<file path="config.mk">
export PLATFORM = sky130hd
export DESIGN_NAME = nexysAdder
export DESIGN_NICKNAME = d
export VERILOG_FILES = /design/src/nexysAdderPkg.sv /design/src/operandAdder.sv /design/src/digitScanner.sv /design/src/segmentDriver.sv /design/src/nexysAdder.sv
export SDC_FILE = /design/constraint.sdc
export NUM_CORES = 1
export LEC_CHECK = 0
export ABC_AREA = 1
export BUFFER_PORTS_ARGS = -buffer_cell sky130_fd_sc_hd__buf_2
export CORE_MARGIN = 2
export CORE_UTILIZATION = 48
export DETAILED_ROUTE_END_ITERATION = 16
export PLACE_DENSITY_LB_ADDON = 0.2
export SLEW_MARGIN = 5
export SYNTH_ARGS = -nofsm -noshare
export SYNTH_HDL_FRONTEND = slang
export SYNTH_SLANG_ARGS = --single-unit
</file>
<file path="constraint.sdc">
create_clock -name CLK100 -period 3.1 [get_ports CLK100]
set_clock_uncertainty 0.15 [all_clocks]
set_input_delay 0.155 -clock CLK100 [delete_from_list [all_inputs] [get_ports CLK100]]
set_output_delay 0.155 -clock CLK100 [all_outputs]
set_load 0.01 [all_outputs]
</file>
<file path="src/nexysAdderPkg.sv">
package nexysAdderPkg;

  // **************************************************
  // Datapath widths
  // **************************************************

  // Adder operands and sum.
  typedef logic [31:0] word_t;

  // One hex digit of the display.
  typedef logic [3:0] nibble_t;

  // **************************************************
  // Display widths
  // **************************************************

  // Index of the digit being scanned, 0 to 7.
  typedef logic [2:0] digitSel_t;

  // Active-low segments, CA in the top bit down to CG.
  typedef logic [6:0] segments_t;

  // Active-low digit enables, one per digit.
  typedef logic [7:0] anodes_t;

  // Digits on the board.
  localparam int numDigits = 8;

endpackage

</file>
<file path="src/operandAdder.sv">
module operandAdder import nexysAdderPkg::*; (
  input  logic  CLK100,
  input  logic  resetn,
  input  word_t opA,
  input  word_t opB,
  input  logic  carryIn,
  output word_t sum
);

  localparam int wordWidth = $bits(word_t);

  // Carry into each bit position.
  logic [wordWidth-1:0] carry;
  word_t                sumComb;

  // **************************************************
  // Ripple-carry chain
  // **************************************************

  assign carry[0] = carryIn;

  for (genvar i = 0; i < wordWidth; i++) begin : gFullAdder
    logic halfSum;

    assign halfSum    = opA[i] ^ opB[i];
    assign sumComb[i] = halfSum ^ carry[i];

    // Last stage has no carry out.
    if (i < wordWidth - 1) begin : gCarry
      assign carry[i+1] = (opA[i] & opB[i]) | (carry[i] & halfSum);
    end
  end

  // **************************************************
  // Sum register
  // **************************************************

  always_ff @(posedge CLK100) begin
    if (!resetn) begin
      sum <= '0;
    end else begin
      sum <= sumComb; // One cycle after the operands.
    end
  end

endmodule

</file>
<file path="src/digitScanner.sv">
module digitScanner import nexysAdderPkg::*; #(
  parameter int scanPeriod = 1000
) (
  input  logic      CLK100,
  input  logic      resetn,
  output digitSel_t digitSel
);

  // At least one bit, even for a period of one.
  localparam int cntWidth = (scanPeriod > 1) ? $clog2(scanPeriod) : 1;

  localparam logic [cntWidth-1:0] lastCount = cntWidth'(scanPeriod - 1);
  localparam digitSel_t           lastDigit = digitSel_t'(numDigits - 1);

  logic [cntWidth-1:0] periodCnt;
  logic                periodWrap;

  assign periodWrap = (periodCnt == lastCount);

  // **************************************************
  // Period counter
  // **************************************************

  always_ff @(posedge CLK100) begin
    if (!resetn) begin
      periodCnt <= '0;
    end else if (periodWrap) begin
      periodCnt <= '0;
    end else begin
      periodCnt <= periodCnt + 1'b1;
    end
  end

  // **************************************************
  // Digit index
  // **************************************************

  always_ff @(posedge CLK100) begin
    if (!resetn) begin
      digitSel <= '0;
    end else if (periodWrap) begin
      if (digitSel == lastDigit) begin
        digitSel <= '0; // Back to the rightmost digit.
      end else begin
        digitSel <= digitSel + 1'b1;
      end
    end
  end

endmodule

</file>
<file path="src/segmentDriver.sv">
module segmentDriver import nexysAdderPkg::*; (
  input  logic      CLK100,
  input  logic      resetn,
  input  digitSel_t digitSel,
  input  word_t     sum,
  input  word_t     opA,
  input  word_t     opB,
  output anodes_t   AN,
  output logic      CA,
  output logic      CB,
  output logic      CC,
  output logic      CD,
  output logic      CE,
  output logic      CF,
  output logic      CG,
  output logic      DP
);

  // Decimal point between A and B.
  localparam digitSel_t pointDigit = 3'd6;

  nibble_t   nibble;
  segments_t segNext;
  anodes_t   anNext;

  anodes_t   anReg;
  segments_t segReg;
  logic      dpReg;

  // **************************************************
  // Hex to seven segments
  // **************************************************

  // Active low, CA first.
  function automatic segments_t hexToSegments(input nibble_t value);
    segments_t seg;

    case (value)
      4'h0: seg = 7'b0000001;
      4'h1: seg = 7'b1001111;
      4'h2: seg = 7'b0010010;
      4'h3: seg = 7'b0000110;
      4'h4: seg = 7'b1001100;
      4'h5: seg = 7'b0100100;
      4'h6: seg = 7'b0100000;
      4'h7: seg = 7'b0001111;
      4'h8: seg = 7'b0000000;
      4'h9: seg = 7'b0000100;
      4'hA: seg = 7'b0001000;
      4'hB: seg = 7'b1100000;
      4'hC: seg = 7'b0110001;
      4'hD: seg = 7'b1000010;
      4'hE: seg = 7'b0110000;
      default: seg = 7'b0111000; // F.
    endcase
    return seg;
  endfunction

  // **************************************************
  // Nibble select
  // **************************************************

  always_comb begin
    case (digitSel)
      3'd0: nibble = sum[3:0];
      3'd1: nibble = sum[7:4];
      3'd2: nibble = sum[11:8];
      3'd3: nibble = sum[15:12];
      3'd4: nibble = opB[3:0];   // Operand B.
      3'd5: nibble = opB[7:4];
      3'd6: nibble = opA[3:0];   // Operand A.
      3'd7: nibble = opA[7:4];
    endcase
  end

  assign segNext = hexToSegments(nibble);

  // One zero at the scanned digit.
  assign anNext = ~(anodes_t'(1) << digitSel);

  // **************************************************
  // Output registers
  // **************************************************

  always_ff @(posedge CLK100) begin
    if (!resetn) begin
      anReg  <= '1; // All digits off.
      segReg <= '1;
      dpReg  <= 1'b1;
    end else begin
      anReg  <= anNext;
      segReg <= segNext;
      dpReg  <= (digitSel != pointDigit);
    end
  end

  assign AN = anReg;
  assign {CA, CB, CC, CD, CE, CF, CG} = segReg;
  assign DP = dpReg;

endmodule

</file>
<file path="src/nexysAdder.sv">
module nexysAdder import nexysAdderPkg::*; #(
  parameter int scanPeriod = 1000
) (
  input  logic        CLK100,
  input  logic        resetn,
  input  logic        BTND,
  input  logic [15:0] SW,
  output logic [15:0] LED,
  output logic        CA,
  output logic        CB,
  output logic        CC,
  output logic        CD,
  output logic        CE,
  output logic        CF,
  output logic        CG,
  output logic        DP,
  output logic [7:0]  AN
);

  word_t     opA;
  word_t     opB;
  word_t     sum;
  digitSel_t digitSel;

  // Switches zero-extended to full words.
  assign opA = {24'b0, SW[15:8]};
  assign opB = {24'b0, SW[7:0]};

  assign LED = sum[15:0]; // Low half of the sum.

  // **************************************************
  // Adder
  // **************************************************

  operandAdder operandAdder_inst (
    .CLK100  (CLK100),
    .resetn  (resetn),
    .opA     (opA),
    .opB     (opB),
    .carryIn (BTND),
    .sum     (sum)
  );

  // **************************************************
  // Display
  // **************************************************

  digitScanner #(
    .scanPeriod (scanPeriod)
  ) digitScanner_inst (
    .CLK100   (CLK100),
    .resetn   (resetn),
    .digitSel (digitSel)
  );

  segmentDriver segmentDriver_inst (
    .CLK100   (CLK100),
    .resetn   (resetn),
    .digitSel (digitSel),
    .sum      (sum),
    .opA      (opA),
    .opB      (opB),
    .AN       (AN),
    .CA       (CA),
    .CB       (CB),
    .CC       (CC),
    .CD       (CD),
    .CE       (CE),
    .CF       (CF),
    .CG       (CG),
    .DP       (DP)
  );

endmodule

</file>
==> results of run 1 <==
-- cells in the mapped netlist --
| master | number |
|---|---|
| nand3_4 | 2 |
| nand2_8 | 1 |
| o21ai_0 | 5 |
| o21a_1 | 1 |
| or2_2 | 1 |
| nor2_2 | 2 |
| xor2_1 | 2 |
| ha_1 | 13 |
| nor4_1 | 1 |
| a211oi_1 | 1 |
| fa_1 | 8 |
| dfxtp_1 | 37 |
| inv_2 | 1 |
| nor3b_1 | 3 |
| clkbuf_1 | 2 |
| inv_1 | 42 |
| buf_4 | 9 |
| or2_0 | 1 |
| nand3_1 | 32 |
| nor2_8 | 1 |
| nor3_1 | 4 |
| nor2_1 | 30 |
| o21bai_4 | 1 |
| conb_1 | 1 |
| buf_2 | 1 |
| nand2_4 | 1 |
| a21oi_1 | 4 |
| nand2_2 | 2 |
| nand2_1 | 55 |
| buf_6 | 2 |
| nand4_1 | 1 |
-- layer usage --
layer / up-vias / global-route usage
li1: 894 / -
met2: 82 / 0.307
met4: 0 / 0.0812
met5: - / 0
met1: 774 / 0.230
met3: 12 / 0.0606
-- worst max-delay path, cell delays in order --
cell    delay (ns)
buf_2         0.11
fa_1          0.40
inv_1         0.07
fa_1          0.15
inv_1         0.05
fa_2          0.34
fa_2          0.35
fa_2          0.37
fa_2          0.35
fa_2          0.34
inv_2         0.06
fa_1          0.40
nor2_1        0.09
-- final cells by class --
class | count | share of cell area
Clock inverter | 3 | 0.00932
Tap cell | 50 | 0.0259
Sequential cell | 37 | 0.306
Multi-Input combinational cell | 179 | 0.462
Inverter | 43 | 0.0668
Clock buffer | 5 | 0.0285
Timing Repair Buffer | 47 | 0.101
-- report_power, final --
group	switching, mW	internal, mW
Sequential	0.0125	0.506
Combinational	0.124	0.0853
Clock	0.188	0.160
Total	0.325	0.751
-- path summary, 6_finish.rpt --
path / startpoint / endpoint / slack [ns] / depth (start not counted)
worst max-delay path: BTND / operandAdder_inst.sum[7]$_SDFF_PN0_ / -0.04 / 13
worst max register to register: digitScanner_inst.digitSel[2]$_SDFFE_PN0P_ / segmentDriver_inst.segReg[6]$_SDFF_PN1_ / 0.33 / 11
worst min-delay path: resetn / segmentDriver_inst.AN[3]$_SDFF_PN1_ / 0.08 / 2
worst min register to register: digitScanner_inst.periodCnt[0]$_SDFF_PP0_ / digitScanner_inst.periodCnt[0]$_SDFF_PP0_ / 0.31 / 1
-- stage by stage --
step | cells | total power, mW | worst slack [ns] | cell area, µm² | util
finish | 364 | 1.08 | -0.0427 | 2420 | 0.592
global route | 364 | 1.13 | -0.136 | 2420 | 0.592
CTS | 364 | 1.09 | -0.0515 | 2420 | 0.592
detailed placement | 356 | 0.737 | -0.451 | 2320 | 0.569
global placement | 356 | 0.733 | -0.360 | 2320 | 0.569
floorplan | 273 | 0.666 | -0.200 | 2120 | -
-- flip-flops by register name, indices dropped and copies added, names as in the netlist --
signal	count
digitScanner_inst.periodCnt	10
operandAdder_inst.sum	9
segmentDriver_inst.AN	8
segmentDriver_inst.segReg	7
digitScanner_inst.digitSel	3
-- cell families after synthesis --
logic type	Yosys count	synth area share
simple gates	137	0.316
buf+inv	57	0.127
flops	37	0.355
fa+ha+maj	21	0.155
compound gates	12	0.0378
xor+xnor	2	0.00840
other cells	1	0.00180
-- what timing repair did --
item / CTS / global route
pin swaps: 3 / 0
setup endpoints to repair: 1 / 1
buffers inserted: 0 / 0
resized for setup: 2 / 0
==> results_dict.tcl, run 1 <==
set metrics [dict create \
    grt_first_pass_wirelength_um 7160 \
    power.density_cell_area_nw_per_um2 445 \
    syn_to_final_growth_pct 15.9 \
    die_x_um 69.9 \
    period_share 1.01 \
    final_cell_mix "nand2_1 (55), buf_2 (43), inv_1 (41)" \
    antenna_found_initial 0 \
    min_period_ns 3.14 \
    slew_headroom 0.620 \
    post_route_cells_drive_above_1_share 0.232 \
    whs_ns 0.0786 \
    status "finished, violations left" \
    avgSynthCellArea_um2 7.81 \
    drt_iter0_markers 112 \
    yosys_warnings 0 \
    max-cap-violations 0 \
    routed-via-count 1762 \
    setup_viol_count_final 1 \
    cts_tree "built" \
    violations "setup timing" \
    rsz0062_at_grt "true" \
    dieArea_um2 4890 \
    grt_usage 0.189 \
    irDropWorstVdd_mv 0.239 \
    place_hpwl_um 3350 \
    cts_made_buffers 5 \
    first_pass_iters 6 \
    routed.top_layer "met4" \
    cp-end-kind "register" \
    gp_congestion 0.842 \
    io_pins 51 \
    hold_buffers 0 \
    worst_ep_required_time_ns 3.19 \
    initial_utilization 0.510 \
    cp_max_fo 1 \
    synth_cell_types 31 \
    coreArea_um2 4090 \
    synth_area_um2 2090 \
    multiInputGateArea_um2 1120 \
    critical_path_class "in -> reg" \
    tightest_slew_ns 0.570 \
    drc 0 \
    worst_setup_path_start_kind "input pin" \
    via_per_inst 4.84 \
    finalHoldViolCount 0 \
    synth_top_cell_by_area "dfxtp_1" \
    overflow 0 \
    wl_per_cell_um 11.9 \
    grt_pass1_vias 1603 \
    fmax_ghz 0.318 \
    routed_wl_um 4320 \
    cts_max_level 2 \
    fp.dieH_um 69.9 \
    worst_slack_ns -0.0427 \
    root_buffer "clkbuf_8" \
    port_buffers 43 \
    path_clk_slew_ns 0.09 \
    layout_commonest_cell "nand2_1" \
    min-delay-path-class "in -> reg" \
    drv_slew 0 \
    clock_path_buffers 2 \
    met1Wirelength_um 1880 \
    seq_area_um2 741 \
    fin_nets 353 \
    rows 23 \
    ant_nets 0 \
    clock_sinks 37 \
    yosysSeqAreaShare 0.355 \
    syn_inst 267 \
    wl_met2_um 1980 \
    wl_met3_um 360 \
    p_leak_nw 1.21 \
    yosysTopAreaCellShare 0.355 \
    fin_setup_tns_ns -0.0427 \
    ys_seq_elements 37 \
    crit_arrival_ns 3.23 \
    clock_latency_ns 0.30 \
    synth_area_leaders "dfxtp_1 (36%), nand2_1 (9.9%), ha_1 (7.8%)" \
    grt_max_degree 24 \
    diodes 0 \
    fillers 403 \
]
(Power assumes the default switching activity.)
==> inputs of run 2 (changes only) <==
--- a/config.mk
+++ b/config.mk
@@ -7,10 +7,13 @@
 export LEC_CHECK = 0
 export ABC_AREA = 1
 export BUFFER_PORTS_ARGS = -buffer_cell sky130_fd_sc_hd__buf_2
+export CAP_MARGIN = 40
 export CORE_MARGIN = 2
-export CORE_UTILIZATION = 48
+export CORE_UTILIZATION = 50
+export CTS_BUF_LIST = sky130_fd_sc_hd__clkbuf_4
 export DETAILED_ROUTE_END_ITERATION = 16
 export PLACE_DENSITY_LB_ADDON = 0.2
+export RECOVER_POWER = 25
 export SLEW_MARGIN = 5
 export SYNTH_ARGS = -nofsm -noshare
 export SYNTH_HDL_FRONTEND = slang
==> results_dict.tcl, run 2 (synthesis results as in run 1) <==
set metrics [dict create \
    drv_slew 0 \
    diodes 0 \
    place_hpwl_um 3360 \
    fin_setup_tns_ns 0 \
    ant_nets 0 \
    coreArea_um2 4000 \
    p_leak_nw 1.19 \
    cts_tree "built" \
    rsz0062_at_grt "true" \
    grt_usage 0.208 \
    largest_reg_flops 10 \
    drc 0 \
    critical_path_class "in -> reg" \
    irDropWorstVdd_mv 0.286 \
    min_period_ns 3.06 \
    clkPwrFrac 0.375 \
    cp_max_fo 1 \
    cp-end-kind "register" \
    clock_latency_ns 0.36 \
    path_common_cell "fa_2" \
    routed-via-count 1724 \
    path_clk_slew_ns 0.13 \
    slew_headroom 0.599 \
    p_sw_frac 0.272 \
    worst_setup_path_start_kind "input pin" \
    crit_arrival_ns 3.20 \
    p_int_mw 0.842 \
    io_pins 51 \
    grt_max_degree 24 \
    antenna_found_initial 0 \
    drt_iter0_markers 104 \
    root_buffer "clkbuf_4" \
    via_per_inst 4.74 \
    power.total_mw 1.16 \
    grt_first_pass_wirelength_um 7140 \
    initial_utilization 0.521 \
    fp.dieH_um 68.6 \
    layout_commonest_cell "nand2_1" \
    syn_to_final_growth_pct 16.1 \
    status "complete, no violations" \
    gp_congestion 0.829 \
    final_cell_mix "nand2_1 (55), inv_1 (40), dfxtp_1 (37)" \
    worstPathCellList "buf_2, fa_2, inv_2, fa_1, inv_1, fa_2, fa_2, fa_2, fa_2, fa_2, inv_2, fa_1, nor2_1" \
    period_share 0.986 \
    cts_made_buffers 5 \
    post-cts-setup-buffers 0 \
    post_route_cells_drive_above_1_share 0.201 \
    clock_sinks 37 \
    die_x_um 68.6 \
    first_pass_iters 4 \
    slowest_stage "fa_1" \
    rows 23 \
    grt_pass1_vias 1575 \
    place_inst 356 \
    overflow 0 \
    regMostFlops "digitScanner_inst.periodCnt" \
    critPathBufInv 4 \
    tightest_slew_ns 0.602 \
    finalHoldViolCount 0 \
    port_buffers 43 \
    layoutNonFillerInstCount 364 \
    min-delay-path-class "in -> reg" \
    path_delay_family "adder cells" \
    worst_ep_required_time_ns 3.25 \
    clock_path_buffers 2 \
    setup_viol_count_final 0 \
    dieArea_um2 4700 \
    fillers 392 \
    seqPwrFrac 0.450 \
    routed_wl_um 4340 \
    fin_nets 353 \
    switchingPower_mw 0.314 \
    wl_per_cell_um 11.9 \
    power.density_cell_area_nw_per_um2 477 \
    cts_max_level 2 \
    p_comb_frac 0.175 \
    slowest_delay_ns 0.39 \
    max-cap-violations 0 \
    fmax_ghz 0.327 \
]
run 2: final timing paths:
check	end	slack [ns]	start	cells after the start
setup / recovery	operandAdder_inst.sum[7]$_SDFF_PN0_	0.04	BTND	13
hold / removal	segmentDriver_inst.AN[3]$_SDFF_PN1_	0.01	resetn	2
setup reg to reg	segmentDriver_inst.segReg[6]$_SDFF_PN1_	0.40	digitScanner_inst.digitSel[2]$_SDFFE_PN0P_	11
hold reg to reg	digitScanner_inst.periodCnt[0]$_SDFF_PP0_	0.31	digitScanner_inst.periodCnt[0]$_SDFF_PP0_	1
run 2: per-stage QoR:
stage | setup WS [ns] | hold WS, ns | area [µm²] | utilization
finish | 0.0445 | 0.0141 | 2420 | 0.605
global route | -0.0372 | 0.0456 | 2420 | 0.605
CTS | -0.0155 | 0.00503 | 2430 | 0.609
detailed placement | -0.467 | 0.290 | 2320 | 0.581
global placement | -0.370 | 0.286 | 2320 | 0.581
floorplan | -0.200 | 0.143 | 2120 | -
run 2: area by class of cell:
class	count	area, µm²	area share
sequential	37	741	0.306
clock inverter	3	68.8	0.0284
clock buffer	5	37.5	0.0155
timing repair buffer	47	229	0.0946
inverter	43	161	0.0667
tap	50	62.6	0.0258
multi-input combinational	179	1120	0.463
run 2: repair_timing:
action,CTS,global route
pin swaps,5,4
gates resized for setup,4,1
hold buffers,0,0
setup endpoints to repair,1,2
run 2: worst reg2reg max path, stage by stage (launching register included):
cell and delay [ns]:
dfxtp_1 0.61, ha_2 0.43, nor2_8 0.07, nand3_4 0.11, nor2_1 0.06, nor2_1 0.35, inv_1 0.15, ha_1 0.28
inv_1 0.11, nand3_1 0.08, nand3_1 0.10, nand3_1 0.07
run 2: routing by layer:
layer  up-vias  GRT usage  wire, µm
li1        897          -         -
met1       768      0.260      1950
met2        51      0.344      2030
met3         8     0.0536       278
met4         0     0.0750        79
met5         -          0         0
run 2: power by group through the flow:
stage                     combinational (mW)  clock (mW)  sequential, mW
after global routing                   0.236       0.460           0.523
after floorplan                        0.123           0           0.544
after CTS                              0.209       0.444           0.519
after detailed placement               0.205           0           0.530
final                                  0.203       0.433           0.520
after global placement                 0.201           0           0.530
==> inputs of run 3 (changes only) <==
--- a/config.mk
+++ b/config.mk
@@ -5,11 +5,11 @@
 export SDC_FILE = /design/constraint.sdc
 export NUM_CORES = 1
 export LEC_CHECK = 0
-export ABC_AREA = 1
+export ABC_CLOCK_PERIOD_IN_PS = 3100
 export BUFFER_PORTS_ARGS = -buffer_cell sky130_fd_sc_hd__buf_2
 export CAP_MARGIN = 40
 export CORE_MARGIN = 2
-export CORE_UTILIZATION = 50
+export CORE_UTILIZATION = 49
 export CTS_BUF_LIST = sky130_fd_sc_hd__clkbuf_4
 export DETAILED_ROUTE_END_ITERATION = 16
 export PLACE_DENSITY_LB_ADDON = 0.2
==> results_dict.tcl, run 3 <==
set metrics [dict create \
    status "complete, no violations" \
    synth_area_leaders "dfxtp_1 (38%), ha_1 (8.3%), fa_1 (8.2%)" \
    cts_made_buffers 5 \
    p_sw_frac 0.295 \
    place_hpwl_um 3030 \
    synth_adder_area_share 0.164 \
    finalHoldViolCount 0 \
    root_buffer "clkbuf_4" \
    reg2reg_slack_ns 0.28 \
    clock_sinks 37 \
    port_buffers 43 \
    yosysSeqAreaShare 0.377 \
    yosys_warnings 0 \
    crit_arrival_ns 3.23 \
    io_pins 51 \
    gp_congestion 0.760 \
    ys_seq_elements 37 \
    synthMuxAreaShare 0.0312 \
    synth_cell_types 45 \
    synth_area_um2 1960 \
    grt_max_degree 22 \
    rows 23 \
    cp_max_fo 1 \
    routed_wl_um 3940 \
    synth_compound_area_frac 0.119 \
    overflow 0 \
    wl_per_cell_um 13.3 \
    fin_nets 285 \
    syn_inst 201 \
    p_leak_nw 0.975 \
    cts_max_level 2 \
    coreArea_um2 3910 \
    worst_setup_path_start_kind "input pin" \
    hold_buffers 0 \
    first_pass_iters 5 \
    avgSynthCellArea_um2 9.77 \
    cts_tree "built" \
    yosys.area_share.simple 0.172 \
    power.total_mw 0.960 \
    postSynth.asyncResetShare 0 \
    initial_utilization 0.502 \
    grt_first_pass_wirelength_um 6440 \
    synth_top_family_by_area "simple AND/OR/NAND/NOR gates" \
    setup_viol_count_final 0 \
    max-cap-violations 0 \
    regMostFlops "digitScanner_inst.periodCnt" \
    rsz0062_at_grt "true" \
    layout_commonest_cell "dfxtp_1" \
    path_clk_slew_ns 0.11 \
    tightest_slew_ns 0.563 \
    final_cell_mix "dfxtp_1 (37), buf_2 (31), nor2_1 (17)" \
    drv_slew 0 \
    diodes 0 \
    routed-via-count 1505 \
    final_cell_area_um2 2230 \
    min_period_ns 3.09 \
    whs_ns 0.0158 \
    drc 0 \
    post_route_cells_drive_above_1_share 0.237 \
    clkPwrFrac 0.251 \
    placed_area_um2 2200 \
    critical_path_class "in -> reg" \
    power.density_cell_area_nw_per_um2 430 \
    yosysTopAreaCellShare 0.377 \
    p_comb_frac 0.205 \
    antenna_found_initial 0 \
    seqPwrFrac 0.544 \
    synth_flop_cell "dfxtp_1" \
    fmax_ghz 0.323 \
    slew_headroom 0.625 \
    synthXorXnorAreaFrac 0.0401 \
    die_x_um 67.3 \
    clock_path_buffers 2 \
    drt_iter0_markers 127 \
    syn_to_final_growth_pct 13.6 \
    synth_most_common_cell "dfxtp_1" \
    period_share 0.998 \
    via_per_inst 5.10 \
    ys_top_cells_by_count "dfxtp_1 (37), nor2_1 (17), inv_1 (15), nand2_1 (15), ha_1 (13)" \
    grt_usage 0.195 \
    ant_nets 0 \
    fp.dieH_um 67.3 \
    min-delay-path-class "in -> reg" \
    clock_latency_ns 0.34 \
    post_cts_resized 0 \
    post-cts-setup-buffers 0 \
    irDropWorstVdd_mv 0.209 \
    largest_reg_flops 10 \
    dieArea_um2 4530 \
    synth_edf_count 0 \
    grt_pass1_vias 1406 \
    synth_top_cell_by_area "dfxtp_1" \
    p_int_mw 0.676 \
    cp-end-kind "register" \
    switchingPower_mw 0.284 \
    worst_ep_required_time_ns 3.24 \
]
==> run 3: changes by cell type after synthesis, sizes merged, moves of 5 or more <==
| cell | before | now |
|---|---|---|
| clkbuf | 2 | 7 |
| nand3 | 34 | 7 |
| xnor2 | 0 | 6 |
| and2 | 0 | 9 |
| inv | 43 | 15 |
| nor2 | 33 | 17 |
| nand2 | 59 | 15 |
| mux2i | 0 | 5 |
==> run 3: cells by family (layout without fill, tap and decap cells) <==
family / count (synthesis) / count (layout)
flip-flops: 37 / 37
AO/OA/AOI/OAI: 27 / 27
buffers and inverters: 34 / 72
multiplexers: 6 / 6
adder cells (fa/ha/maj): 21 / 21
AND/OR/NAND/NOR: 66 / 66
XOR/XNOR: 9 / 9
other: 1 / 7
==> run 3: area by class of cell <==
cell class / instances / area (µm²)
clock buffers: 5 / 37.5
clock inverters: 2 / 11.3
fillers: 383 / 1680
inverters: 15 / 56.3
multi-input cells: 136 / 1070
flip-flops and latches: 37 / 741
well taps: 50 / 62.6
repair buffers: 50 / 253
==> run 3: through the flow <==
step                      cells  setup WS, ns  TNS, ns   util
final                       295       0.00517        0  0.570
after global routing        295       -0.0730  -0.0730  0.570
after CTS                   295       0.00923        0  0.574
after detailed placement    288        -0.395   -0.683  0.562
after global placement      288        -0.337   -0.534  0.562
after floorplan             207        -0.185   -0.185      -
==> run 3: power by group through the flow <==
stage	clock (mW)	combinational, mW	sequential, mW
floorplan	0	0.122	0.547
detailed placement	0	0.201	0.533
CTS	0.252	0.202	0.522
finish	0.241	0.196	0.523
global placement	0	0.198	0.533
global route	0.268	0.222	0.526
==> run 3: per-layer routing <==
metal	track usage	part of all wire
met5	0	0
met4	0.0842	0.020
met3	0.0533	0.056
met2	0.312	0.47
met1	0.247	0.46
==> run 3: worst max-delay path, cell delays in order <==
cell and delay (ns):
buf_2 0.11, fa_1 0.41, inv_1 0.08, fa_1 0.16, inv_1 0.05, fa_2 0.33, fa_2 0.34, fa_2 0.34
fa_2 0.34, fa_1 0.36, inv_1 0.07, fa_1 0.40, nor2_1 0.08
==> run 3: repair_timing <==
item                                    CTS  global route
pin swaps                                 1             0
gates cloned                              0             0
endpoints found under the setup margin    1             1
==> run 3: worst paths after layout <==
kind / cells past startpoint / from / end
max reg2reg: 9 / digitScanner_inst.digitSel[0]$_SDFFE_PN0P_ / segmentDriver_inst.segReg[6]$_SDFF_PN1_
min reg2reg: 1 / digitScanner_inst.periodCnt[0]$_SDFF_PP0_ / digitScanner_inst.periodCnt[0]$_SDFF_PP0_
max: 13 / BTND / operandAdder_inst.sum[7]$_SDFF_PN0_
min: 2 / resetn / segmentDriver_inst.AN[3]$_SDFF_PN1_
